$ cat src/rtl/oq_macros.svh
`ifndef OQ_MACROS_SVH
`define OQ_MACROS_SVH

////////////////////////////////////////////////////////////
// stream widths
////////////////////////////////////////////////////////////

`define OQ_DATA_W           32
`define OQ_RANK_W           10
`define OQ_FLOW_W           6
// rank plus flow tag, or rank plus start address
`define OQ_SCHED_W          16

////////////////////////////////////////////////////////////
// packet buffer and calendar sizing
////////////////////////////////////////////////////////////

`define OQ_BUF_DEPTH        64
`define OQ_ADDR_W           6
// almost full once remaining space drops to one max packet
`define OQ_MAX_PKT_WORDS    8
`define OQ_CAL_DEPTH        8

`endif

$ cat src/rtl/oq_stream_pkg.sv
`include "oq_macros.svh"

package oq_stream_pkg;

    typedef logic [`OQ_DATA_W-1:0] data_word_t;

    // scheduling word as it arrives from upstream
    typedef struct packed {
        logic [`OQ_RANK_W-1:0] rank;
        logic [`OQ_FLOW_W-1:0] flow;
    } sched_tag_t;

    // same word once the packet sits in the buffer
    typedef struct packed {
        logic [`OQ_RANK_W-1:0] rank;
        logic [`OQ_ADDR_W-1:0] addr;
    } sched_entry_t;

    typedef union packed {
        sched_tag_t   tag;
        sched_entry_t entry;
    } sched_word_u;

    // one buffer word
    typedef struct packed {
        data_word_t  data;
        logic        last;
        sched_word_u sched;
    } stream_word_t;

endpackage

$ cat src/rtl/pifo_calendar.sv
`timescale 1ns/10ps
`include "oq_macros.svh"

module pifo_calendar
(
    input  logic                       axis_aclk,
    input  logic                       axis_resetn,
    input  logic                       insert_en,
    input  oq_stream_pkg::sched_word_u insert_entry,
    input  logic                       pop,
    output logic                       head_valid,
    output oq_stream_pkg::sched_word_u head_entry,
    output logic                       full
);
    import oq_stream_pkg::*;

    sched_word_u              slot [`OQ_CAL_DEPTH];
    logic [`OQ_CAL_DEPTH-1:0] valid;
    sched_word_u              cur_slot [`OQ_CAL_DEPTH];
    logic [`OQ_CAL_DEPTH-1:0] cur_valid;
    logic [`OQ_CAL_DEPTH-1:0] stay;
    sched_word_u              nxt_slot [`OQ_CAL_DEPTH];
    logic [`OQ_CAL_DEPTH-1:0] nxt_valid;

    always_comb
    begin
        // pop first, so egress always removes the head it saw
        for (int i = 0; i < `OQ_CAL_DEPTH - 1; i++)
        begin
            cur_slot[i] = pop ? slot[i + 1] : slot[i];
        end
        cur_slot[`OQ_CAL_DEPTH - 1] = slot[`OQ_CAL_DEPTH - 1];
        cur_valid = pop ? {1'b0, valid[`OQ_CAL_DEPTH-1:1]} : valid;

        // entries of equal or lower rank stay ahead of the new one
        for (int i = 0; i < `OQ_CAL_DEPTH; i++)
        begin
            stay[i] = cur_valid[i] && (cur_slot[i].entry.rank <= insert_entry.entry.rank);
        end

        nxt_slot[0]  = (insert_en && !stay[0]) ? insert_entry : cur_slot[0];
        nxt_valid[0] = cur_valid[0] || insert_en;
        for (int i = 1; i < `OQ_CAL_DEPTH; i++)
        begin
            if (!insert_en || stay[i])
                nxt_slot[i] = cur_slot[i];
            else if (stay[i - 1])
                nxt_slot[i] = insert_entry;
            else
                nxt_slot[i] = cur_slot[i - 1];
            nxt_valid[i] = cur_valid[i] || (insert_en && cur_valid[i - 1]);
        end
    end

    always_ff @(posedge axis_aclk)
    begin
        if (!axis_resetn)
            valid <= '0;
        else
            valid <= nxt_valid;
    end

    always_ff @(posedge axis_aclk)
    begin
        slot <= nxt_slot;
    end

    assign head_valid = valid[0];
    assign head_entry = slot[0];
    // last slot only fills when every slot is held
    assign full       = valid[`OQ_CAL_DEPTH - 1];

endmodule

$ cat config.mk
export PLATFORM = sky130hd
export DESIGN_NAME = pifo_calendar
export DESIGN_NICKNAME = d
export VERILOG_FILES = /design/src/rtl/oq_stream_pkg.sv /design/src/rtl/pifo_calendar.sv
export VERILOG_INCLUDE_DIRS = /design/src /design/src/rtl
export SDC_FILE = /design/constraint.sdc
export NUM_CORES = 1
export LEC_CHECK = 0
export BUFFER_PORTS_ARGS = -buffer_cell sky130_fd_sc_hd__clkbuf_2
export CAP_MARGIN = 10
export CORE_ASPECT_RATIO = 0.6
export CORE_MARGIN = 5
export CORE_UTILIZATION = 40
export CTS_CLUSTER_SIZE = 40
export DETAILED_ROUTE_END_ITERATION = 7
export PLACE_DENSITY_LB_ADDON = 0.08
export SLEW_MARGIN = 20
export SYNTH_ARGS = -nofsm -noshare
export SYNTH_HDL_FRONTEND = slang
export SYNTH_SLANG_ARGS = --single-unit
$ cat constraint.sdc
create_clock -name axis_aclk -period 5.5 [get_ports axis_aclk]
set_clock_uncertainty 0.15 [all_clocks]
set_input_delay 1.1 -clock axis_aclk [delete_from_list [all_inputs] [get_ports axis_aclk]]
set_output_delay 1.1 -clock axis_aclk [all_outputs]
set_load 0.02 [all_outputs]
==> summary.md <==
| Metric | Value |
|---|---|
| Synthesized flop and latch total | 136 |
| Final Cycle Share | 0.743 |
| Pint | 2.83 mW |
| Comb power frac | 0.352 |
| Die Wd | 204 um |
| Max stage delay on crit path | 0.75 ns |
| Worst rel slew slack | 0.420 |
| Dpl cell area | 9410 sq um |
| Compound-Gate Fraction of Synth Area | 0.149 |
| H-tree levels | 4 |
| Slew Limit Fails | 0 |
| Mean Syn Cell Area | 9.72 sq um |
| Largest family of logic cells by synthesized area | multiplexers |
| Vias per cell | 5.29 |
| Final setup viols | 0 |
| Maxcap violations | 0 |
| Crit path cell chain | buf_6, buf_12, mux2_2, ha_1, nand4_1, a31oi_1, o41ai_4, nand2b_1, o21ai_0 |
| Worst vdd ir | 0.200 mV |
| Slowest CP cell | o41ai_4 |
| DRT antenna net count | 0 |
| Post-CTS sizing | 0 |
| Global route total overflow | 0 |
| Die ar. | 25800 sq um |
| Largest area contributor in the netlist | dfxtp_1 |
| Worst-path maximum fanout | 42 |
| Post-Synth Simple-Gate Area | 0.0665 |
| CTS tree | yes |
| CTS root buf | clkbuf_16 |
| Share of the yosys chip area belonging to registers | 0.319 |
| Fillers | 2151 |
| Finished Cell Area | 10000 sq um |
| Die Ht | 126 um |
| RSZ-0062 raised after global routing | no |
| Vias after detailed routing | 6633 |
| Core outline area | 22100 sq um |
| Fmax | 245 MHz |
| CTS max path bufs | 2 |
| Num rows | 42 |
| Initial Util | 0.408 |
| Worst-Margin Slew | 0.846 ns |
| Pleak | 4.56 nW |
| Gpl congestion | 0.791 |
| Status | finished, final reports clean |
| Hold_ws | 0.425 ns |
| Predominant post-synthesis flop cell | dfxtp_1 |
| Top cells by area, synth | dfxtp_1 (27%), mux2i_1 (15%), mux2_2 (13%) |
| Worst Path Arrival | 4.23 ns |
| Number of setup buffers added after CTS | 0 |
| CTS clk-pin slew, worst paths | 0.07 ns |
| Total track usage | 0.190 |
| Final Hold Vio Count | 0 |
| Post-DR wirelength/cell | 19.2 um |
| XOR/XNOR Fraction of Synth Area | 0 |
| YS warnings | 0 |
| Clk pwr share | 0.284 |
| DRT Wirelength | 24100 um |
| Boundary Pins | 38 |
| CP required | 5.64 ns |
| Number of global-route vias before repair | 6580 |
| Net switching power | 1.49 mW |
| Post-synthesis mux area share | 0.290 |
| Async SR Flop Fraction | 0 |
| Crit path launch type | primary input |
| EDFF count, synth | 16 |
| Minimum clock period | 4.09 ns |
| Clk_lat worst skew | 0.43 ns |
| CTS sink cnt | 136 |
| DPL Wire Length | 18600 um |
| Sw Share | 0.346 |
| Total Nets Final | 1032 |
| Inserted Clock Buffers | 17 |
| Synthesis-to-finish area growth | 11.0% |
| Synth top area share | 0.266 |
| Ant. Diodes | 0 |
| Sum Neg Setup Slack | 0 ns |
| Fin cells | 1253 |
| Post-synth top cells | mux2i_1 (133), dfxtp_1 (120), mux2_2 (104) |
| Initial antenna violation count | 0 |
| I/O Buffers | 37 |
| Hold buffer count at CTS | 0 |
| Top-count cell post-synth | mux2i_1 |
| Synth cell types | 49 |
| CP Capture Type | flop |
| Kind of critical path | in2reg |
| Reg power frac | 0.364 |
| Cell area power density | 431 nW/um^2 |
| Placed cells | 1221 |
| Hold Crit Class | reg2reg |
| Final core occ | 0.453 |
| Largest net degree at the start of global routing | 43 |
| Initial DRC count | 390 |
| First-pass DRT Iterations | 5 |
| Post-Synth Adder-Cell Area | 0.111 |
| Synth Cell Area | 9030 sq um |
| Drc violations | 0 |
| Layout cells sized above 1 | 0.233 |
| Mapped Nets | 1029 |
| Post-Syn Instances | 929 |
| First-pass GRT wire length | 38800 um |
-- layout make-up --
cell class              count  area, sq um  share of cell area
multi-input cells         673         5580               0.557
flip-flops and latches    136         2880               0.288
clock buffers              19          453              0.0452
repair buffers             58          387              0.0386
well taps                 308          385              0.0384
inverters                  46          173              0.0172
clock inverters            13          165              0.0165
-- cells by family (layout without fill, tap and decap cells) --
family	count (synthesis)	after routing
buffers and inverters	120	136
AOI/OAI and AO/OA	224	224
DFF	136	136
and+or+nand+nor	122	122
adders and majority gates	80	80
muxes	247	247
-- metal layers --
| metal | track usage | part of all wire |
|---|---|---|
| met2 | 0.237 | 0.35 |
| met4 | 0.0386 | 0.010 |
| met1 | 0.322 | 0.61 |
| met3 | 0.0367 | 0.032 |
| met5 | 0 | 0 |
-- registers in the layout, summed over array words and instances (netlist names) --
register,flops
valid,8
slot,96
cur_slot,16
head_entry,16
-- path summary, 6_finish.rpt --
check	start	endpoint	slack [ns]	depth (start not counted)
worst max-delay path	pop	slot[105]	1.41	9
worst min-delay path	cur_slot[3]	slot[19]	0.42	2
worst max register to register	slot[105]	slot[105]	2.37	8
worst min register to register	cur_slot[3]	slot[19]	0.42	2
-- placed cells by master (no fill, tap or decap), drive strengths merged, types with 43 or more instances in the layout --
cell and count:
dfxtp 120, mux2i 133, inv 52, clkbuf 55, nand2 43, a21oi 71
mux2 114, ha 80, o21ai 90
-- worst max-delay path: cells and delay by family --
kind	cells	cell delay, ns
AOI/OAI and AO/OA	3	1.05
adders and majority gates	1	0.29
buffers and inverters	2	0.64
muxes	1	0.39
and+or+nand+nor	2	0.70
-- stage by stage --
stage                     power (mW)  setup slack, ns
after global routing            4.64             1.21
after floorplan                 2.71             1.17
final                           4.32             1.41
after CTS                       4.35             1.39
after global placement          3.09            0.919
after detailed placement        3.11            0.929
-- power by group through the flow --
| stage | Combinational (mW) | Clock, mW | Sequential [mW] |
|---|---|---|---|
| finish | 1.52 | 1.23 | 1.57 |
| global route | 1.74 | 1.30 | 1.61 |
| CTS | 1.53 | 1.26 | 1.57 |
| detailed placement | 1.52 | 0 | 1.59 |
| global placement | 1.51 | 0 | 1.59 |
| floorplan | 1.24 | 0 | 1.48 |
Note: power is estimated with default switching activity, not from simulation.
