## src/rtl/oq_macros.svh

```systemverilog
`ifndef OQ_MACROS_SVH
`define OQ_MACROS_SVH

////////////////////////////////////////////////////////////
// stream widths
////////////////////////////////////////////////////////////

`define OQ_DATA_W           32
`define OQ_RANK_W           10
`define OQ_FLOW_W           6
// rank plus flow tag, or rank plus start address
`define OQ_SCHED_W          16

////////////////////////////////////////////////////////////
// packet buffer and calendar sizing
////////////////////////////////////////////////////////////

`define OQ_BUF_DEPTH        64
`define OQ_ADDR_W           6
// almost full once remaining space drops to one max packet
`define OQ_MAX_PKT_WORDS    8
`define OQ_CAL_DEPTH        8

`endif

```

## src/rtl/oq_stream_pkg.sv

```systemverilog
`include "oq_macros.svh"

package oq_stream_pkg;

    typedef logic [`OQ_DATA_W-1:0] data_word_t;

    // scheduling word as it arrives from upstream
    typedef struct packed {
        logic [`OQ_RANK_W-1:0] rank;
        logic [`OQ_FLOW_W-1:0] flow;
    } sched_tag_t;

    // same word once the packet sits in the buffer
    typedef struct packed {
        logic [`OQ_RANK_W-1:0] rank;
        logic [`OQ_ADDR_W-1:0] addr;
    } sched_entry_t;

    typedef union packed {
        sched_tag_t   tag;
        sched_entry_t entry;
    } sched_word_u;

    // one buffer word
    typedef struct packed {
        data_word_t  data;
        logic        last;
        sched_word_u sched;
    } stream_word_t;

endpackage

```

## src/rtl/oq_buffer_pkg.sv

```systemverilog
`include "oq_macros.svh"

package oq_buffer_pkg;

    // one buffer address
    typedef logic [`OQ_ADDR_W-1:0] buf_addr_t;

    // occupancy or remaining space needs one more bit than an address
    typedef logic [`OQ_ADDR_W:0] buf_count_t;

    // link table entry pointing at the next word of a packet or of the free list
    typedef buf_addr_t buf_link_t;

endpackage

```

## src/rtl/buf_rd_if.sv

```systemverilog
`timescale 1ns/10ps

interface buf_rd_if;
    import oq_stream_pkg::*;
    import oq_buffer_pkg::*;

    logic         rd_en;
    buf_addr_t    rd_addr;
    // returned one cycle after rd_en
    logic         rd_valid;
    stream_word_t rd_word;
    buf_link_t    rd_next;

    modport reader
    (
        output rd_en,
        output rd_addr,
        input  rd_valid,
        input  rd_word,
        input  rd_next
    );

    modport store
    (
        input  rd_en,
        input  rd_addr,
        output rd_valid,
        output rd_word,
        output rd_next
    );

endinterface

```

## src/rtl/pkt_buffer.sv

```systemverilog
`timescale 1ns/10ps
`include "oq_macros.svh"

module pkt_buffer
(
    input  logic                       axis_aclk,
    input  logic                       axis_resetn,
    input  oq_stream_pkg::data_word_t  in_data,
    input  oq_stream_pkg::sched_word_u in_sched,
    input  logic                       in_valid,
    input  logic                       in_last,
    buf_rd_if.store                    rd,
    output logic                       insert_en,
    output oq_stream_pkg::sched_word_u insert_entry,
    output oq_buffer_pkg::buf_count_t  remain_size,
    output oq_buffer_pkg::buf_count_t  word_count,
    output logic                       almost_full
);
    import oq_stream_pkg::*;
    import oq_buffer_pkg::*;

    stream_word_t mem [`OQ_BUF_DEPTH];
    buf_link_t    link_tbl [`OQ_BUF_DEPTH];
    buf_addr_t    fl_head;
    buf_addr_t    fl_tail;
    buf_addr_t    sop_addr;
    buf_addr_t    pkt_start;
    logic         in_pkt;
    buf_count_t   count_next;
    buf_count_t   remain_next;

    // first word of a packet takes the free head as its start
    assign pkt_start = in_pkt ? sop_addr : fl_head;

    ////////////////////////////////////////////////////////////
    // word memory and read port
    ////////////////////////////////////////////////////////////

    always_ff @(posedge axis_aclk)
    begin
        if (in_valid)
        begin
            mem[fl_head] <= '{data: in_data, last: in_last, sched: in_sched};
        end
        if (rd.rd_en)
        begin
            rd.rd_word <= mem[rd.rd_addr];
            rd.rd_next <= link_tbl[rd.rd_addr];
        end
    end

    ////////////////////////////////////////////////////////////
    // free list threaded through the link table
    ////////////////////////////////////////////////////////////

    always_ff @(posedge axis_aclk)
    begin
        if (!axis_resetn)
        begin
            // every word free, chained in address order
            for (int i = 0; i < `OQ_BUF_DEPTH; i++)
            begin
                link_tbl[i] <= buf_link_t'(i + 1);
            end
            fl_head <= '0;
            fl_tail <= buf_addr_t'(`OQ_BUF_DEPTH - 1);
        end
        else
        begin
            // the written word keeps its link, which is the new free head
            if (in_valid)
                fl_head <= link_tbl[fl_head];
            // read word rejoins at the tail
            if (rd.rd_en)
            begin
                link_tbl[fl_tail] <= rd.rd_addr;
                fl_tail           <= rd.rd_addr;
            end
        end
    end

    // packet start and calendar entry
    always_ff @(posedge axis_aclk)
    begin
        if (in_valid)
        begin
            sop_addr                <= pkt_start;
            insert_entry.entry.rank <= in_sched.tag.rank;
            insert_entry.entry.addr <= pkt_start;
        end
    end

    ////////////////////////////////////////////////////////////
    // occupancy
    ////////////////////////////////////////////////////////////

    always_comb
    begin
        count_next = word_count;
        if (in_valid && !rd.rd_en)
            count_next = word_count + 1'b1;
        else if (!in_valid && rd.rd_en)
            count_next = word_count - 1'b1;
    end

    assign remain_next = buf_count_t'(`OQ_BUF_DEPTH) - count_next;

    always_ff @(posedge axis_aclk)
    begin
        if (!axis_resetn)
        begin
            in_pkt      <= 1'b0;
            insert_en   <= 1'b0;
            rd.rd_valid <= 1'b0;
            word_count  <= '0;
            remain_size <= buf_count_t'(`OQ_BUF_DEPTH);
            almost_full <= 1'b0;
        end
        else
        begin
            if (in_valid)
                in_pkt <= !in_last;
            insert_en   <= in_valid && in_last;
            rd.rd_valid <= rd.rd_en;
            word_count  <= count_next;
            remain_size <= remain_next;
            almost_full <= (remain_next <= buf_count_t'(`OQ_MAX_PKT_WORDS));
        end
    end

endmodule

```

## src/flat_wrapper.sv

```systemverilog
// flat-port wrapper written by rule: the top's interface ports become plain ports
module pkt_buffer_flat import oq_stream_pkg::*; import oq_buffer_pkg::*;
  (axis_aclk, axis_resetn, in_data, in_sched, in_valid, in_last, insert_en, insert_entry, remain_size, word_count, almost_full, rd_rd_en, rd_rd_addr, rd_rd_valid, rd_rd_word, rd_rd_next);
  buf_rd_if rd_i ();
  input  logic axis_aclk;
  input  logic axis_resetn;
  input  oq_stream_pkg::data_word_t in_data;
  input  oq_stream_pkg::sched_word_u in_sched;
  input  logic in_valid;
  input  logic in_last;
  output logic insert_en;
  output oq_stream_pkg::sched_word_u insert_entry;
  output oq_buffer_pkg::buf_count_t remain_size;
  output oq_buffer_pkg::buf_count_t word_count;
  output logic almost_full;
  input wire logic [$bits(rd_i.rd_en)-1:0] rd_rd_en;
  input wire logic [$bits(rd_i.rd_addr)-1:0] rd_rd_addr;
  output wire logic [$bits(rd_i.rd_valid)-1:0] rd_rd_valid;
  output wire logic [$bits(rd_i.rd_word)-1:0] rd_rd_word;
  output wire logic [$bits(rd_i.rd_next)-1:0] rd_rd_next;
  assign rd_i.rd_en = rd_rd_en;
  assign rd_i.rd_addr = rd_rd_addr;
  assign rd_rd_valid = rd_i.rd_valid;
  assign rd_rd_word = rd_i.rd_word;
  assign rd_rd_next = rd_i.rd_next;
  pkt_buffer u_core (.axis_aclk(axis_aclk), .axis_resetn(axis_resetn), .in_data(in_data), .in_sched(in_sched), .in_valid(in_valid), .in_last(in_last), .rd(rd_i), .insert_en(insert_en), .insert_entry(insert_entry), .remain_size(remain_size), .word_count(word_count), .almost_full(almost_full));
endmodule
```

## config.mk

```make
export PLATFORM = sky130hd
export DESIGN_NAME = pkt_buffer_flat
export DESIGN_NICKNAME = d
export VERILOG_FILES = /design/src/rtl/oq_stream_pkg.sv /design/src/rtl/oq_buffer_pkg.sv /design/src/rtl/buf_rd_if.sv /design/src/rtl/pkt_buffer.sv /design/src/flat_wrapper.sv
export VERILOG_INCLUDE_DIRS = /design/src /design/src/rtl
export SDC_FILE = /design/constraint.sdc
export NUM_CORES = 2
export LEC_CHECK = 0
export BUFFER_PORTS_ARGS = -buffer_cell sky130_fd_sc_hd__buf_4
export CAP_MARGIN = 20
export CORE_UTILIZATION = 55
export CTS_CLUSTER_DIAMETER = 80
export CTS_CLUSTER_SIZE = 16
export DETAILED_ROUTE_END_ITERATION = 12
export HOLD_SLACK_MARGIN = 0.06
export PLACE_DENSITY_LB_ADDON = 0.3
export SYNTH_ARGS = -nofsm -noshare
export SYNTH_HDL_FRONTEND = slang
export SYNTH_SLANG_ARGS = --single-unit
```

## constraint.sdc

```tcl
create_clock -name axis_aclk -period 5.55 [get_ports axis_aclk]
set_clock_uncertainty 0.1 [all_clocks]
set_input_delay 0.2775 -clock axis_aclk [delete_from_list [all_inputs] [get_ports axis_aclk]]
set_output_delay 0.2775 -clock axis_aclk [all_outputs]
set_load 0.01 [all_outputs]
```

==> run metrics <==
critical path data required time=6.06 ns; Final setup viols=0; outcome=complete, but fails checks; first-pass GRT wire length=525000 um; WHS=~0.22 ns; Routed WL per cell=36.18 um; TritonCTS Buffers=280; Total GRT Usage=around 28%; Post-synth EDFFs=3591; Synth warnings=0; Worst path slowest cell=nor2_4; Detailed Route Iter0 Violations=between 10000 and 15000; fin nets=6800; DIE AREA=262800 um^2; die height=between 500 and 600 um; clk sinks=3620; CP endpoint kind=flop; count leader, synth=edfxtp_1; clk_lat worst skew=between 0.9 and 1 ns; initial cell density of the core=approximately 55%; Slew @ Worst Pin=1.167 ns; Final Hold Vio Count=0; Final Slew Violations=0; static leakage=a little under 0.05 uW; Port Buffers=146; Power per Cell Area=336.1 nW/um^2; post-CTS sizing=0; fmax=259.2 MHz; Tcrit/Tclk final=69.51%; number of synthesized register bits=3620; floorplan row count=~190; die width=512.6 um; critical path's largest stage delay=1.02 ns; post-synthesis sequential area ratio=75.60%; routed vias=71295; Peak VDD IR=0.3694 mV; # DRC=0; TritonCTS clock tree=done; Synth Flop Type=edfxtp_1; initial antenna violation count=14; asr flop ratio synth=0%; filler instances=17347; failing checks=antenna rules; total iterations of the first detailed-routing run=6; GR Overflow Total=0; Mapped Cells=6458; Mean Syn Cell Area=roughly 22 um^2; Synth cell types=66; clock root cell=clkbuf_16; H-tree Lvls=5; max_slew headroom=22.03%; antenna-violating nets left=1; number of vias per cell=6.996; RePlAce Congestion=0.8931; Finished Cell Area=157900 um^2; maxcap violations=0; Synth Net Count=6520; clock slew at the register clock pins of the worst setup and hold paths=around 0.080 ns; type of the worst setup path=reg -> reg; CP cell instances=and2_1 -> nand3_1 -> nor2_4 -> buf_12; Hold/Removal Path Class=in -> reg; layout cells sized above 1=28.61%; largest fanout on the critical path=31; pin count of the biggest net entering global routing=90; synth top area cells=edfxtp_1 (75%), mux4_2 (18%), mux2i_1 (0.81%); Post-synth top cells=edfxtp_1 (3591), mux4_2 (1118), clkbuf_1 (240); hold buffers post-CTS=58; post-CTS setup repair buffer count=0; Area Overhead vs Synth=10.07%; I/O Pins=147; CP startpoint kind=flop; CORE AREA=approximately 260000 um^2; Fin Setup TNS=0 ns; RSZ-0062 raised after global routing=false; Post-DP HPWL=about 210000 um; number of global-route vias before repair=70983; Final min period=3.858 ns; Max Root-Sink Buffers=4; Cell Area, Synth=143400 um^2; Placed Area=149600 um^2; drt total wl=368700 um; crit path DAT=4.36 ns; top-area cell type share of the netlist area=around three quarters; Synth area leader=edfxtp_1
[kinds of logic after synthesis]
| kind of cell | Yosys count | share of synthesized area (%) |
|---|---|---|
| fa+ha+maj | 3 | 0.02618 |
| compound gates | 355 | 1.687 |
| buf+inv | 463 | 1.435 |
| simple gates | 741 | 2.567 |
| mux | 1268 | 18.63 |
| flops | 3620 | 75.60 |
| xor+xnor | 8 | 0.04886 |
[stage by stage]
step | util [%] | worst slack [ns] | total power, uW | instances
after floorplan | - | 1.090 | 33500 | 6458
after global placement | 57.66 | 1.839 | 35140 | 9784
after detailed placement | 57.67 | 1.844 | 35240 | 9789
after CTS | 60.80 | 1.792 | 53240 | 10168
after global routing | 60.82 | 1.673 | 54330 | 10181
final | 60.83 | 1.692 | 53050 | 10191
[critical path, delay by kind of cell (launching register included)]
| family | cells | cell delay (ns) |
|---|---|---|
| buf+inv | 1 | 0.37 |
| simple gates | 3 | 2.32 |
| flops | 1 | 0.62 |
[layer usage]
layer / track usage (%) / vias up / wire, um
met2: 44.79 / 4633 / 178700
met4: 10.32 / 6 / 14310
met1: 39.62 / 38193 / 137000
met3: 5.376 / 704 / 38660
met5: 0 / - / 49
li1: - / 27759 / -
[where the power goes]
| part | internal, uW | switching, uW |
|---|---|---|
| Sequential | 30500 | 239 |
| Clock | 9480 | 8850 |
| Combinational | 1530 | 2480 |
| Total | 41500 | 11600 |
[layout make-up]
type | count | area, um^2 | area share, %
Clock inverter | 15 | 239.0 | 0.1514
Timing Repair Buffer | 449 | 4108 | 2.602
Clock buffer | 306 | 7296 | 4.622
Sequential cell | 3620 | 108400 | 68.69
Inverter | 12 | 55.05 | 0.03488
Multi-Input combinational cell | 2375 | 33440 | 21.19
Tap cell | 3402 | 4257 | 2.697
Antenna cell | 12 | 30.03 | 0.01902
[layout by cell type, fill, tap and decap left out, types with 5 or more instances in the layout]
| cell type | n |
|---|---|
| edfxtp_1 | 3591 |
| mux4_2 | 1118 |
| buf_4 | 329 |
| clkbuf_16 | 289 |
| nand2_1 | 187 |
| mux2i_1 | 116 |
| or3_1 | 116 |
| and2_1 | 108 |
| a22oi_1 | 91 |
| nor2_1 | 87 |
| nor3_1 | 87 |
| o21ai_0 | 85 |
| nor2_4 | 65 |
| dlygate4sd3_1 | 58 |
| a31oi_1 | 46 |
| buf_12 | 45 |
| a21oi_1 | 35 |
| mux2_2 | 34 |
| dfxtp_1 | 26 |
| a221oi_1 | 23 |
| nand3_1 | 21 |
| and3_1 | 17 |
| clkbuf_1 | 17 |
| a22o_1 | 15 |
| diode_2 | 12 |
| nor2b_1 | 10 |
| o221ai_1 | 9 |
| buf_2 | 9 |
| or2_2 | 8 |
| inv_1 | 8 |
| o211ai_1 | 6 |
| inv_6 | 5 |
| xnor2_1 | 5 |
| o22a_1 | 5 |
| a221o_1 | 5 |
| o22ai_1 | 5 |
[worst paths after layout]
path                                       start                              endpoint  slack (ns)  cells after the start
setup / recovery  u_core.fl_head[2]$_SDFFE_PN0P_          u_core.mem[23][42]$_DFFE_PP_        1.69                      4
hold / removal                     rd_rd_addr[1]  u_core.link_tbl[12][1]$_SDFFCE_PN0P_        0.22                      3
setup reg to reg  u_core.fl_head[2]$_SDFFE_PN0P_          u_core.mem[23][42]$_DFFE_PP_        1.69                      4
hold reg to reg   u_core.fl_tail[0]$_SDFFE_PN1P_        u_core.fl_tail[0]$_SDFFE_PN1P_        0.47                      2
[flip-flops by register name (all words and copies together), names as in the netlist]
register	flops
u_core.almost_full	1
u_core.fl_head	6
u_core.fl_tail	6
u_core.in_pkt	1
u_core.insert_en	1
u_core.insert_entry	11
u_core.link_tbl	384
u_core.mem	3136
u_core.rd.rd_next	6
u_core.rd.rd_valid	1
u_core.rd.rd_word	49
u_core.remain_size	6
u_core.sop_addr	5
u_core.word_count	7
(Power assumes the default switching activity.)
