## config.mk

```make
export PLATFORM = sky130hd
export DESIGN_NAME = egress_scheduler_flat
export DESIGN_NICKNAME = d
export VERILOG_FILES = /design/src/rtl/oq_stream_pkg.sv /design/src/rtl/oq_buffer_pkg.sv /design/src/rtl/buf_rd_if.sv /design/src/rtl/egress_scheduler.sv /design/src/flat_wrapper.sv
export VERILOG_INCLUDE_DIRS = /design/src /design/src/rtl
export SDC_FILE = /design/constraint.sdc
export NUM_CORES = 1
export LEC_CHECK = 0
export BUFFER_PORTS_ARGS = -buffer_cell sky130_fd_sc_hd__buf_2
export CORE_AREA = 5 5 78 73
export CTS_BUF_LIST = sky130_fd_sc_hd__clkbuf_16
export CTS_CLUSTER_SIZE = 10
export DETAILED_ROUTE_END_ITERATION = 12
export DIE_AREA = 0 0 83 78
export PLACE_DENSITY = 0.81
export SETUP_SLACK_MARGIN = 0.02
export SLEW_MARGIN = 10
export SYNTH_ARGS = -nofsm -noshare
export SYNTH_HDL_FRONTEND = slang
export SYNTH_SLANG_ARGS = --single-unit
```

## constraint.sdc

```tcl
create_clock -name axis_aclk -period 9.1 [get_ports axis_aclk]
set_clock_uncertainty 0.1 [all_clocks]
set_input_delay 0.455 -clock axis_aclk [delete_from_list [all_inputs] [get_ports axis_aclk]]
set_output_delay 0.455 -clock axis_aclk [all_outputs]
set_load 0.02 [all_outputs]
```

## src/rtl/oq_macros.svh

```systemverilog
`ifndef OQ_MACROS_SVH
`define OQ_MACROS_SVH

////////////////////////////////////////////////////////////
// stream widths
////////////////////////////////////////////////////////////

`define OQ_DATA_W           32
`define OQ_RANK_W           10
`define OQ_FLOW_W           6
// rank plus flow tag, or rank plus start address
`define OQ_SCHED_W          16

////////////////////////////////////////////////////////////
// packet buffer and calendar sizing
////////////////////////////////////////////////////////////

`define OQ_BUF_DEPTH        64
`define OQ_ADDR_W           6
// almost full once remaining space drops to one max packet
`define OQ_MAX_PKT_WORDS    8
`define OQ_CAL_DEPTH        8

`endif

```

## src/rtl/oq_stream_pkg.sv

```systemverilog
`include "oq_macros.svh"

package oq_stream_pkg;

    typedef logic [`OQ_DATA_W-1:0] data_word_t;

    // scheduling word as it arrives from upstream
    typedef struct packed {
        logic [`OQ_RANK_W-1:0] rank;
        logic [`OQ_FLOW_W-1:0] flow;
    } sched_tag_t;

    // same word once the packet sits in the buffer
    typedef struct packed {
        logic [`OQ_RANK_W-1:0] rank;
        logic [`OQ_ADDR_W-1:0] addr;
    } sched_entry_t;

    typedef union packed {
        sched_tag_t   tag;
        sched_entry_t entry;
    } sched_word_u;

    // one buffer word
    typedef struct packed {
        data_word_t  data;
        logic        last;
        sched_word_u sched;
    } stream_word_t;

endpackage

```

## src/rtl/oq_buffer_pkg.sv

```systemverilog
`include "oq_macros.svh"

package oq_buffer_pkg;

    // one buffer address
    typedef logic [`OQ_ADDR_W-1:0] buf_addr_t;

    // occupancy or remaining space needs one more bit than an address
    typedef logic [`OQ_ADDR_W:0] buf_count_t;

    // link table entry pointing at the next word of a packet or of the free list
    typedef buf_addr_t buf_link_t;

endpackage

```

## src/rtl/buf_rd_if.sv

```systemverilog
`timescale 1ns/10ps

interface buf_rd_if;
    import oq_stream_pkg::*;
    import oq_buffer_pkg::*;

    logic         rd_en;
    buf_addr_t    rd_addr;
    // returned one cycle after rd_en
    logic         rd_valid;
    stream_word_t rd_word;
    buf_link_t    rd_next;

    modport reader
    (
        output rd_en,
        output rd_addr,
        input  rd_valid,
        input  rd_word,
        input  rd_next
    );

    modport store
    (
        input  rd_en,
        input  rd_addr,
        output rd_valid,
        output rd_word,
        output rd_next
    );

endinterface

```

## src/rtl/egress_scheduler.sv

```systemverilog
`timescale 1ns/10ps

module egress_scheduler
(
    input  logic                       axis_aclk,
    input  logic                       axis_resetn,
    input  logic                       head_valid,
    input  oq_stream_pkg::sched_word_u head_entry,
    output logic                       pop,
    buf_rd_if.reader                   rd,
    output oq_stream_pkg::data_word_t  out_tdata,
    output oq_stream_pkg::sched_word_u out_tsched,
    output logic                       out_tvalid,
    output logic                       out_tlast,
    input  logic                       out_tready
);
    import oq_buffer_pkg::*;

    localparam logic [1:0] IDLE   = 2'd0;
    localparam logic [1:0] FETCH  = 2'd1;
    localparam logic [1:0] STREAM = 2'd2;

    logic [1:0] state;
    logic [1:0] state_next;
    buf_addr_t  start_addr;
    logic       stalled;
    logic       pend;
    logic       out_free;
    logic       load;

    // output register can take a word this cycle
    assign out_free = !out_tvalid || out_tready;
    // read data sits in the buffer output until moved
    assign pend     = rd.rd_valid || stalled;
    assign load     = (state == STREAM) && pend && out_free;

    ////////////////////////////////////////////////////////////
    // dequeue FSM
    ////////////////////////////////////////////////////////////

    always_comb
    begin
        state_next = state;
        pop        = 1'b0;
        rd.rd_en   = 1'b0;
        rd.rd_addr = start_addr;
        case (state)
            IDLE:
            begin
                if (head_valid)
                begin
                    pop        = 1'b1;
                    state_next = FETCH;
                end
            end
            FETCH:
            begin
                if (out_free)
                begin
                    rd.rd_en   = 1'b1;
                    state_next = STREAM;
                end
            end
            STREAM:
            begin
                if (load)
                begin
                    if (rd.rd_word.last)
                    begin
                        state_next = IDLE;
                    end
                    else
                    begin
                        // follow the link of the word just moved
                        rd.rd_en   = 1'b1;
                        rd.rd_addr = rd.rd_next;
                    end
                end
            end
            default:
                state_next = IDLE;
        endcase
    end

    always_ff @(posedge axis_aclk)
    begin
        if (!axis_resetn)
        begin
            state      <= IDLE;
            stalled    <= 1'b0;
            out_tvalid <= 1'b0;
        end
        else
        begin
            state   <= state_next;
            stalled <= pend && !load;
            if (load)
                out_tvalid <= 1'b1;
            else if (out_tready)
                out_tvalid <= 1'b0;
        end
    end

    // start address and output payload
    always_ff @(posedge axis_aclk)
    begin
        if (pop)
            start_addr <= head_entry.entry.addr;
        if (load)
        begin
            out_tdata  <= rd.rd_word.data;
            out_tsched <= rd.rd_word.sched;
            out_tlast  <= rd.rd_word.last;
        end
    end

endmodule

```

## src/flat_wrapper.sv

```systemverilog
// flat-port wrapper written by rule: the top's interface ports become plain ports
module egress_scheduler_flat import oq_buffer_pkg::*;
  (axis_aclk, axis_resetn, head_valid, head_entry, pop, out_tdata, out_tsched, out_tvalid, out_tlast, out_tready, rd_rd_en, rd_rd_addr, rd_rd_valid, rd_rd_word, rd_rd_next);
  buf_rd_if rd_i ();
  input  logic axis_aclk;
  input  logic axis_resetn;
  input  logic head_valid;
  input  oq_stream_pkg::sched_word_u head_entry;
  output logic pop;
  output oq_stream_pkg::data_word_t out_tdata;
  output oq_stream_pkg::sched_word_u out_tsched;
  output logic out_tvalid;
  output logic out_tlast;
  input  logic out_tready;
  output wire logic [$bits(rd_i.rd_en)-1:0] rd_rd_en;
  output wire logic [$bits(rd_i.rd_addr)-1:0] rd_rd_addr;
  input wire logic [$bits(rd_i.rd_valid)-1:0] rd_rd_valid;
  input wire logic [$bits(rd_i.rd_word)-1:0] rd_rd_word;
  input wire logic [$bits(rd_i.rd_next)-1:0] rd_rd_next;
  assign rd_rd_en = rd_i.rd_en;
  assign rd_rd_addr = rd_i.rd_addr;
  assign rd_i.rd_valid = rd_rd_valid;
  assign rd_i.rd_word = rd_rd_word;
  assign rd_i.rd_next = rd_rd_next;
  egress_scheduler u_core (.axis_aclk(axis_aclk), .axis_resetn(axis_resetn), .head_valid(head_valid), .head_entry(head_entry), .pop(pop), .rd(rd_i), .out_tdata(out_tdata), .out_tsched(out_tsched), .out_tvalid(out_tvalid), .out_tlast(out_tlast), .out_tready(out_tready));
endmodule
```

==> qor.yml, run 1 <==
worst_setup_path:
  critical_path_class: "reg -> out"
  crit_path_top_delay_cell: "mux2_2"
  r2r-start: "u_core.state[0]"
  rr_endpoint: "u_core.out_tsched[1]"
  cp_max_fo: 7
  rr_worst_depth: 5
  r2r_slack_ps: 6990
  endpoint_kind: "output pin"
  max_stage_delay_ps: 370
  crit_required_ps: 8550
  critPathLaunchType: "flip-flop"
  arrival_ps: 2000
  path_cells: "inv_1 -> ha_1 -> nand2b_1 -> nor3_4 -> mux2_2 -> buf_2"
routing:
  vias_per_cell: 4.316
  dr.pass1.iters: 4
  wl_per_cell_um: 14.45
  first_iter_violations: 56
  num_vias: 1299
  antenna_left: 0
  drc: 0
  routed_wl_mm: 4.349
floorplanning:
  pin_count: 134
  die_area_mm2: 0.006474
  die_h_um: 78
  core_area_mm2: 0.004745
  dieWidth_um: 83
  start_util: 0.4264
  rows: 24
placement:
  post-dp-hpwl_mm: 3.452
  portBuffers: 123
  gp_congestion: 0.7975
  dpl_worst_slack_ps: 6879
logic_synthesis:
  yosysTopAreaCell: "edfxtp_1"
  synth_area_leaders: "edfxtp_1, dfxtp_1, mux2_2"
  ys_ff_latch: 59
  syn_avg_cell_area_um2: 21.07
  syn_nets: 177
  synth.top_cell.area_share: 0.8163
  yosys.cell_types.count: 19
  synth_warnings: 0
  syn-instance-count: 96
  syn-cell-area_mm2: 0.002023
  ys_seq_area_frac: 0.8559
grt:
  use_met3: 0.06992
  antenna_found_initial: 1
  grt_busiest_layer: "met2"
  gr-usage-met2: 0.2179
  grt_pass1_wl_mm: 7.044
  grt-ovfl-total: 0
  grt_max_degree: 37
  grt_use_total: 0.1402
  grt_pass1_vias: 1341
  use_met1: 0.1701
layout:
  diodes: 0
  area_growth_syn_to_layout_pct: 49.29
  nets: 312
  drive_above_1_share: 0.6271
  regArea_mm2: 0.001732
  multi_input_area_um2: 284.0
  final_common_cell: "buf_2"
  final_cell_mix: "buf_2, edfxtp_1, clkbuf_16"
  post-route-util: 0.6366
  fillCellCount: 380
cts:
  postCtsResizedCells: 0
  cts_buffers: 9
  ctsHtreeMaxLevel: 3
  post_cts_buffers: 0
  cts_max_path_buffers: 2
  clkTransAtPathRegs_ps: 50
  cts_tree: "built"
  cts_root_buf: "clkbuf_16"
  clkSinkCount: 59
  clock_latency_ps: 310
  hold_buffers: 0
sta:
  slew_headroom: 0.7196
  max_freq_mhz: 391.9
  worstMarginPinSlew_ps: 420.6
  fin_crit_sh: 0.2804
  hold_viol_final: 0
  finalCriticalPeriod_ps: 2552
  setup_ws_ps: 6548
  setup_violations: 0
  slew_viol_final: 0
  fin_setup_tns_ps: 0
  hold_slack_ps: 217.1
  rsz0062_at_grt: "false"
pwr:
  p_per_area_mw_per_mm2: 267.1
  p_leak_nw: 1.288
  ir_drop_v: 0.0001275
worst_hold_path:
  hold_path_depth: 1
  hp-class: "in -> reg"
  hold_path_end: "u_core.out_tdata[17]"
  hold_path_startpoint: "rd_rd_word[34]"
outcome:
  status: "completed"
flow_run:
  maxCapViolCount: 0
==> power by group <==
group	switching, mW	leakage, nW	internal (mW)	total, mW
combinational	0.0932	0.611	0.0523	0.145
clock	0.105	0.144	0.208	0.313
sequential	0.00993	0.534	0.339	0.349
==> area by class of cell <==
| class | instances | share of cell area |
|---|---|---|
| multi-input cells | 33 | 0.09403 |
| repair buffers | 124 | 0.2063 |
| well taps | 65 | 0.02693 |
| clock buffers | 9 | 0.07456 |
| inverters | 4 | 0.004971 |
| flip-flops and latches | 59 | 0.5733 |
| clock inverters | 7 | 0.01988 |
==> stage by stage <==
stage / instances / power, mW / instance area, µm²
floorplan: 96 / 0.4465 / 2023
global placement: 285 / 0.4974 / 2735
detailed placement: 285 / 0.5008 / 2735
CTS: 301 / 0.8163 / 3020
global route: 301 / 0.8455 / 3020
finish: 301 / 0.8068 / 3020
==> worst max-delay path by stage <==
stage	cells after the start	to	from	slack [ps]
final	6	rd_rd_addr[4]	u_core.state[0]	6550
after floorplan	4	u_core.out_tdata[0]	u_core.state[0]	5790
after global placement	6	rd_rd_addr[5]	u_core.state[0]	6880
after global routing	6	rd_rd_addr[1]	u_core.state[0]	6430
after detailed placement	6	rd_rd_addr[5]	u_core.state[0]	6880
after CTS	6	rd_rd_addr[5]	u_core.state[0]	6540
==> Yosys cell counts, drive strengths merged <==
library cell,n
a21oi,2
mux2,6
mux2i,2
nor2,2
o21ai,4
a221oi,1
nor2b,2
nand2,4
edfxtp,55
and2,1
nor3,1
inv,4
ha,5
dfxtp,4
or2b,1
nand2b,1
a21boi,1
==> cell families after synthesis <==
family | count (synthesis) | synth area share
AO/OA/AOI/OAI | 8 | 0.02597
flip-flops | 59 | 0.8559
buffers and inverters | 4 | 0.007419
multiplexers | 8 | 0.04329
adder cells (fa/ha/maj) | 5 | 0.03092
AND/OR/NAND/NOR | 12 | 0.03650
==> metal layers <==
metal | vias to the layer above | share of wire
met4 | 2 | 0.0069
met5 | - | 0.0030
li1 | 639 | -
met3 | 7 | 0.11
met1 | 571 | 0.42
met2 | 80 | 0.46
==> critical path, delay by kind of cell, from the launching register on <==
kind | cells | cell delay, ps
mux | 1 | 370
simple gates | 2 | 430
buf+inv | 2 | 280
flops | 1 | 340
fa+ha+maj | 1 | 260
==> registers in the layout, indices dropped and copies added (netlist names) <==
register	flops
u_core.stalled	1
u_core.out_tvalid	1
u_core.state	2
u_core.out_tdata	32
u_core.out_tsched	16
u_core.start_addr	6
u_core.out_tlast	1
No activity file was read; power rests on OpenSTA's default activity.
==> run 2, diff against run 1 <==
ABC_AREA = 1   (was not set)
CORE_AREA = 5 5 81 76   (was 5 5 78 73)
DIE_AREA = 0 0 86 81   (was 0 0 83 78)
PLACE_DENSITY = 0.77   (was 0.81)
clock period = 2.6 ns   (was 9.1 ns; I/O delays follow)
==> run 2 against run 1 <==
Synthesized cell count rose by 31%. Critical path depth rose by 2. Cell count rose by 29%. Total power rose to 4.1 times the previous value. Die area rose by 7.6%. Worst setup slack got worse by 5900 ps. Largest cell class unchanged.
==> qor.yml, run 2 <==
outcome:
  status: "completed"  # unchanged
cts:
  clkSinkCount: 59  # unchanged
  cts_root_buf: "clkbuf_16"  # unchanged
  cts_max_path_buffers: 2  # unchanged
  clkTransAtPathRegs_ps: 50  # about the same
  cts_buffers: 9  # unchanged
  ctsHtreeMaxLevel: 3  # unchanged
  clock_latency_ps: 320  # was 310 ps
  cts_tree: "built"  # unchanged
layout:
  final_cells: 389  # was 301
  fillCellCount: 342  # was 380
  area_growth_syn_to_layout_pct: 75.60  # was 49.29%
  largest_register_ffs: 32  # unchanged
  reg_top3: "u_core.out_tdata: 32 flops, u_core.out_tsched: 16 flops, u_core.start_addr: 6 flops"  # unchanged
  final_cell_area_mm2: 0.003638  # was 0.003020 mm²
  drive_above_1_share: 0.4472  # was 0.6271
  regMostFlops: "u_core.out_tdata"  # unchanged
  final_common_cell: "buf_2"  # unchanged
  nets: 398  # was 312
  diodes: 0  # unchanged
  post-route-util: 0.7050  # was 0.6366
  final_cell_mix: "buf_2, dlygate4sd3_1, edfxtp_1"  # was buf_2, edfxtp_1, clkbuf_16
worst_setup_path:
  critPathLaunch: "u_core.state[0]"  # unchanged
  arrival_ps: 1750  # was 2000 ps
  critPathLaunchType: "flip-flop"  # unchanged
  cp_max_fo: 8  # was 7
  worst-path-buf-inv: 3  # was 2
  path_cells: "inv_1 -> ha_1 -> nand3_4 -> nor2_4 -> inv_2 -> nand2_1 -> nand2_1 -> buf_2"  # was inv_1 -> ha_1 -> nand2b_1 -> nor3_4 -> mux2_2 -> buf_2
  critical_path_class: "reg -> out"  # unchanged
  crit_cells: 8  # was 6
  endpoint_kind: "output pin"  # unchanged
  r2r_slack_ps: 740  # was 6990 ps
  max_stage_delay_ps: 330  # was 370 ps
  crit_required_ps: 2370  # was 8550 ps
  path_common_cell: "nand2_1"
  worstSetupEndpoint: "rd_rd_addr[1]"  # was rd_rd_addr[4]
  rr_worst_depth: 5  # unchanged
  crit_family: "simple AND/OR/NAND/NOR gates"  # unchanged
  r2r-start: "u_core.state[0]"  # unchanged
  crit_path_top_delay_cell: "dfxtp_1"  # was mux2_2
  rr_endpoint: "u_core.out_tdata[23]"  # was u_core.out_tsched[1]
logic_synthesis:
  yosys.cell_types.count: 14  # was 19
  ys_ff_latch: 59  # unchanged
  synth_warnings: 0  # unchanged
  syn_avg_cell_area_um2: 16.44  # was 21.07 µm²
  synth_edf_count: 55  # unchanged
  synth_ff_type: "edfxtp_1"  # unchanged
  syn_nets: 207  # was 177
  syn-instance-count: 126  # was 96
  synth_area_leaders: "edfxtp_1, nand2_1, dfxtp_1"  # was edfxtp_1, dfxtp_1, mux2_2
  ys_seq_area_frac: 0.8357  # was 0.8559
  async_flop_share: 0  # unchanged
  syn-cell-area_mm2: 0.002072  # was 0.002023 mm²
  yosysMostFrequentCell: "edfxtp_1"  # unchanged
  synth_common_cells: "edfxtp_1, nand2_1, inv_1"  # was edfxtp_1, mux2_2, ha_1
  synth.top_cell.area_share: 0.7971  # was 0.8163
  yosysTopAreaCell: "edfxtp_1"  # unchanged
pwr:
  ir_drop_v: 0.0005400  # was 0.0001275 V
  swShare: 0.2982  # was 0.2581
  power_frac_comb: 0.262  # was 0.180
  p_sw_uw: 979.1  # was 208.2 µW
  intPower_mw: 2.304  # was 598.6 µW
  seq_power_share: 0.403  # was 0.432
  total_power_mw: 3.283  # was 806.8 µW
  pwr-share-clk: 0.335  # was 0.388
  p_leak_nw: 1.643  # was 1.288 nW
  p_per_area_mw_per_mm2: 902.4  # was 267.1 mW/mm²
sta:
  max_freq_mhz: 505.0
  fin_setup_tns_ps: 0  # unchanged
  rsz0062_at_grt: "false"  # unchanged
  slew_viol_final: 0  # unchanged
  setup_ws_ps: 619.6  # was 6548 ps
  setup_violations: 0  # unchanged
  hold_viol_final: 0  # unchanged
  finalCriticalPeriod_ps: 1980
  fin_crit_sh: 0.7617
  hold_slack_ps: 82.55  # was 217.1 ps
  slew_headroom: 0.7113  # was 0.7196
  worstMarginPinSlew_ps: 432.5  # was 420.6 ps
grt:
  grt_pass1_wl_mm: 8.783  # was 7.044 mm
  grt_use_total: 0.1705  # was 0.1402
  grt_pass1_vias: 1842  # was 1341
  grt_max_degree: 31  # was 37
  antenna_found_initial: 0  # was 1
  grt-ovfl-total: 0  # unchanged
placement:
  portBuffers: 123  # unchanged
  post-dp-hpwl_mm: 3.692  # was 3.452 mm
  dpl_worst_slack_ps: 723.4  # was 6879 ps
  gp_congestion: 0.8234  # was 0.7975
  dpl_cell_area_mm2: 0.002791  # was 0.002735 mm²
  placed_cells: 317  # was 285
floorplanning:
  die_h_um: 81  # was 78 µm
  pin_count: 134  # unchanged
  dieWidth_um: 86  # was 83 µm
  rows: 25  # was 24
  start_util: 0.4015  # was 0.4264
  core_area_mm2: 0.005161  # was 0.004745 mm²
  die_area_mm2: 0.006966  # was 0.006474 mm²
flow_run:
  maxCapViolCount: 0  # unchanged
routing:
  dr.pass1.iters: 4  # unchanged
  vias_per_cell: 4.368  # was 4.316
  num_vias: 1699  # was 1299
  routed_wl_mm: 5.683  # was 4.349 mm
  first_iter_violations: 52  # was 56
  drc: 0  # unchanged
  antenna_left: 0  # unchanged
  wl_per_cell_um: 14.61  # was 14.45 µm
worst_hold_path:
  hp-class: "in -> reg"  # unchanged
-- run 2: power by group through the flow --
stage,Combinational [mW],Sequential (mW),Clock (mW)
6_report,0.859,1.32,1.10
5_1_grt,0.935,1.34,1.17
4_1_cts,0.857,1.32,1.13
3_5_place_dp,0.789,1.34,0
3_3_place_gp,0.775,1.33,0
2_1_floorplan,0.326,1.51,0
-- run 2: worst register-to-register path, stage by stage (launching register included) --
cell	delay [ps]
dfxtp_1	330
inv_1	110
ha_1	260
nand3_4	130
inv_2	350
buf_12	260
-- run 2: cell families (layout without fill, tap and decap cells) --
kind of cell	count (synthesis)	after routing	share of synthesized area
adder cells (fa/ha/maj)	5	5	0.03019
AO/OA/AOI/OAI	4	4	0.01328
buffers and inverters	16	212	0.02898
flip-flops	59	59	0.8357
AND/OR/NAND/NOR	42	42	0.09179
-- run 2: layer usage --
layer / GRT usage / routed length [µm] / vias up
met5: 0 / 0 / -
li1: - / - / 821
met4: 0.08070 / 79 / 0
met1: 0.1822 / 2143 / 766
met2: 0.3035 / 2847 / 105
met3: 0.05781 / 613 / 7
-- run 2: area by class of cell --
| type | count | area, µm² | area share |
|---|---|---|---|
| inverters | 16 | 60.06 | 0.01651 |
| repair buffers | 180 | 1196 | 0.3287 |
| multi-input cells | 51 | 280.3 | 0.07703 |
| clock buffers | 9 | 225.2 | 0.06190 |
| flip-flops and latches | 59 | 1732 | 0.4759 |
| well taps | 67 | 83.83 | 0.02304 |
| clock inverters | 7 | 61.31 | 0.01685 |
-- run 2: worst min-delay path by stage --
stage,cells after the start,end,start,slack (ps)
floorplan,0,u_core.out_tdata[0],rd_rd_word[17],130
global placement,1,u_core.start_addr[0],head_entry[0],210
detailed placement,1,u_core.start_addr[4],head_entry[4],210
CTS,4,u_core.out_tvalid,out_tready,70
global route,4,u_core.out_tvalid,out_tready,120
finish,4,u_core.out_tvalid,out_tready,80
-- run 2: repair_timing --
action / in CTS / in global routing
hold buffers: 56 / 0
hold endpoints to repair: 58 / 0
buffers inserted: 0 / 0
gates resized for setup: 0 / 0
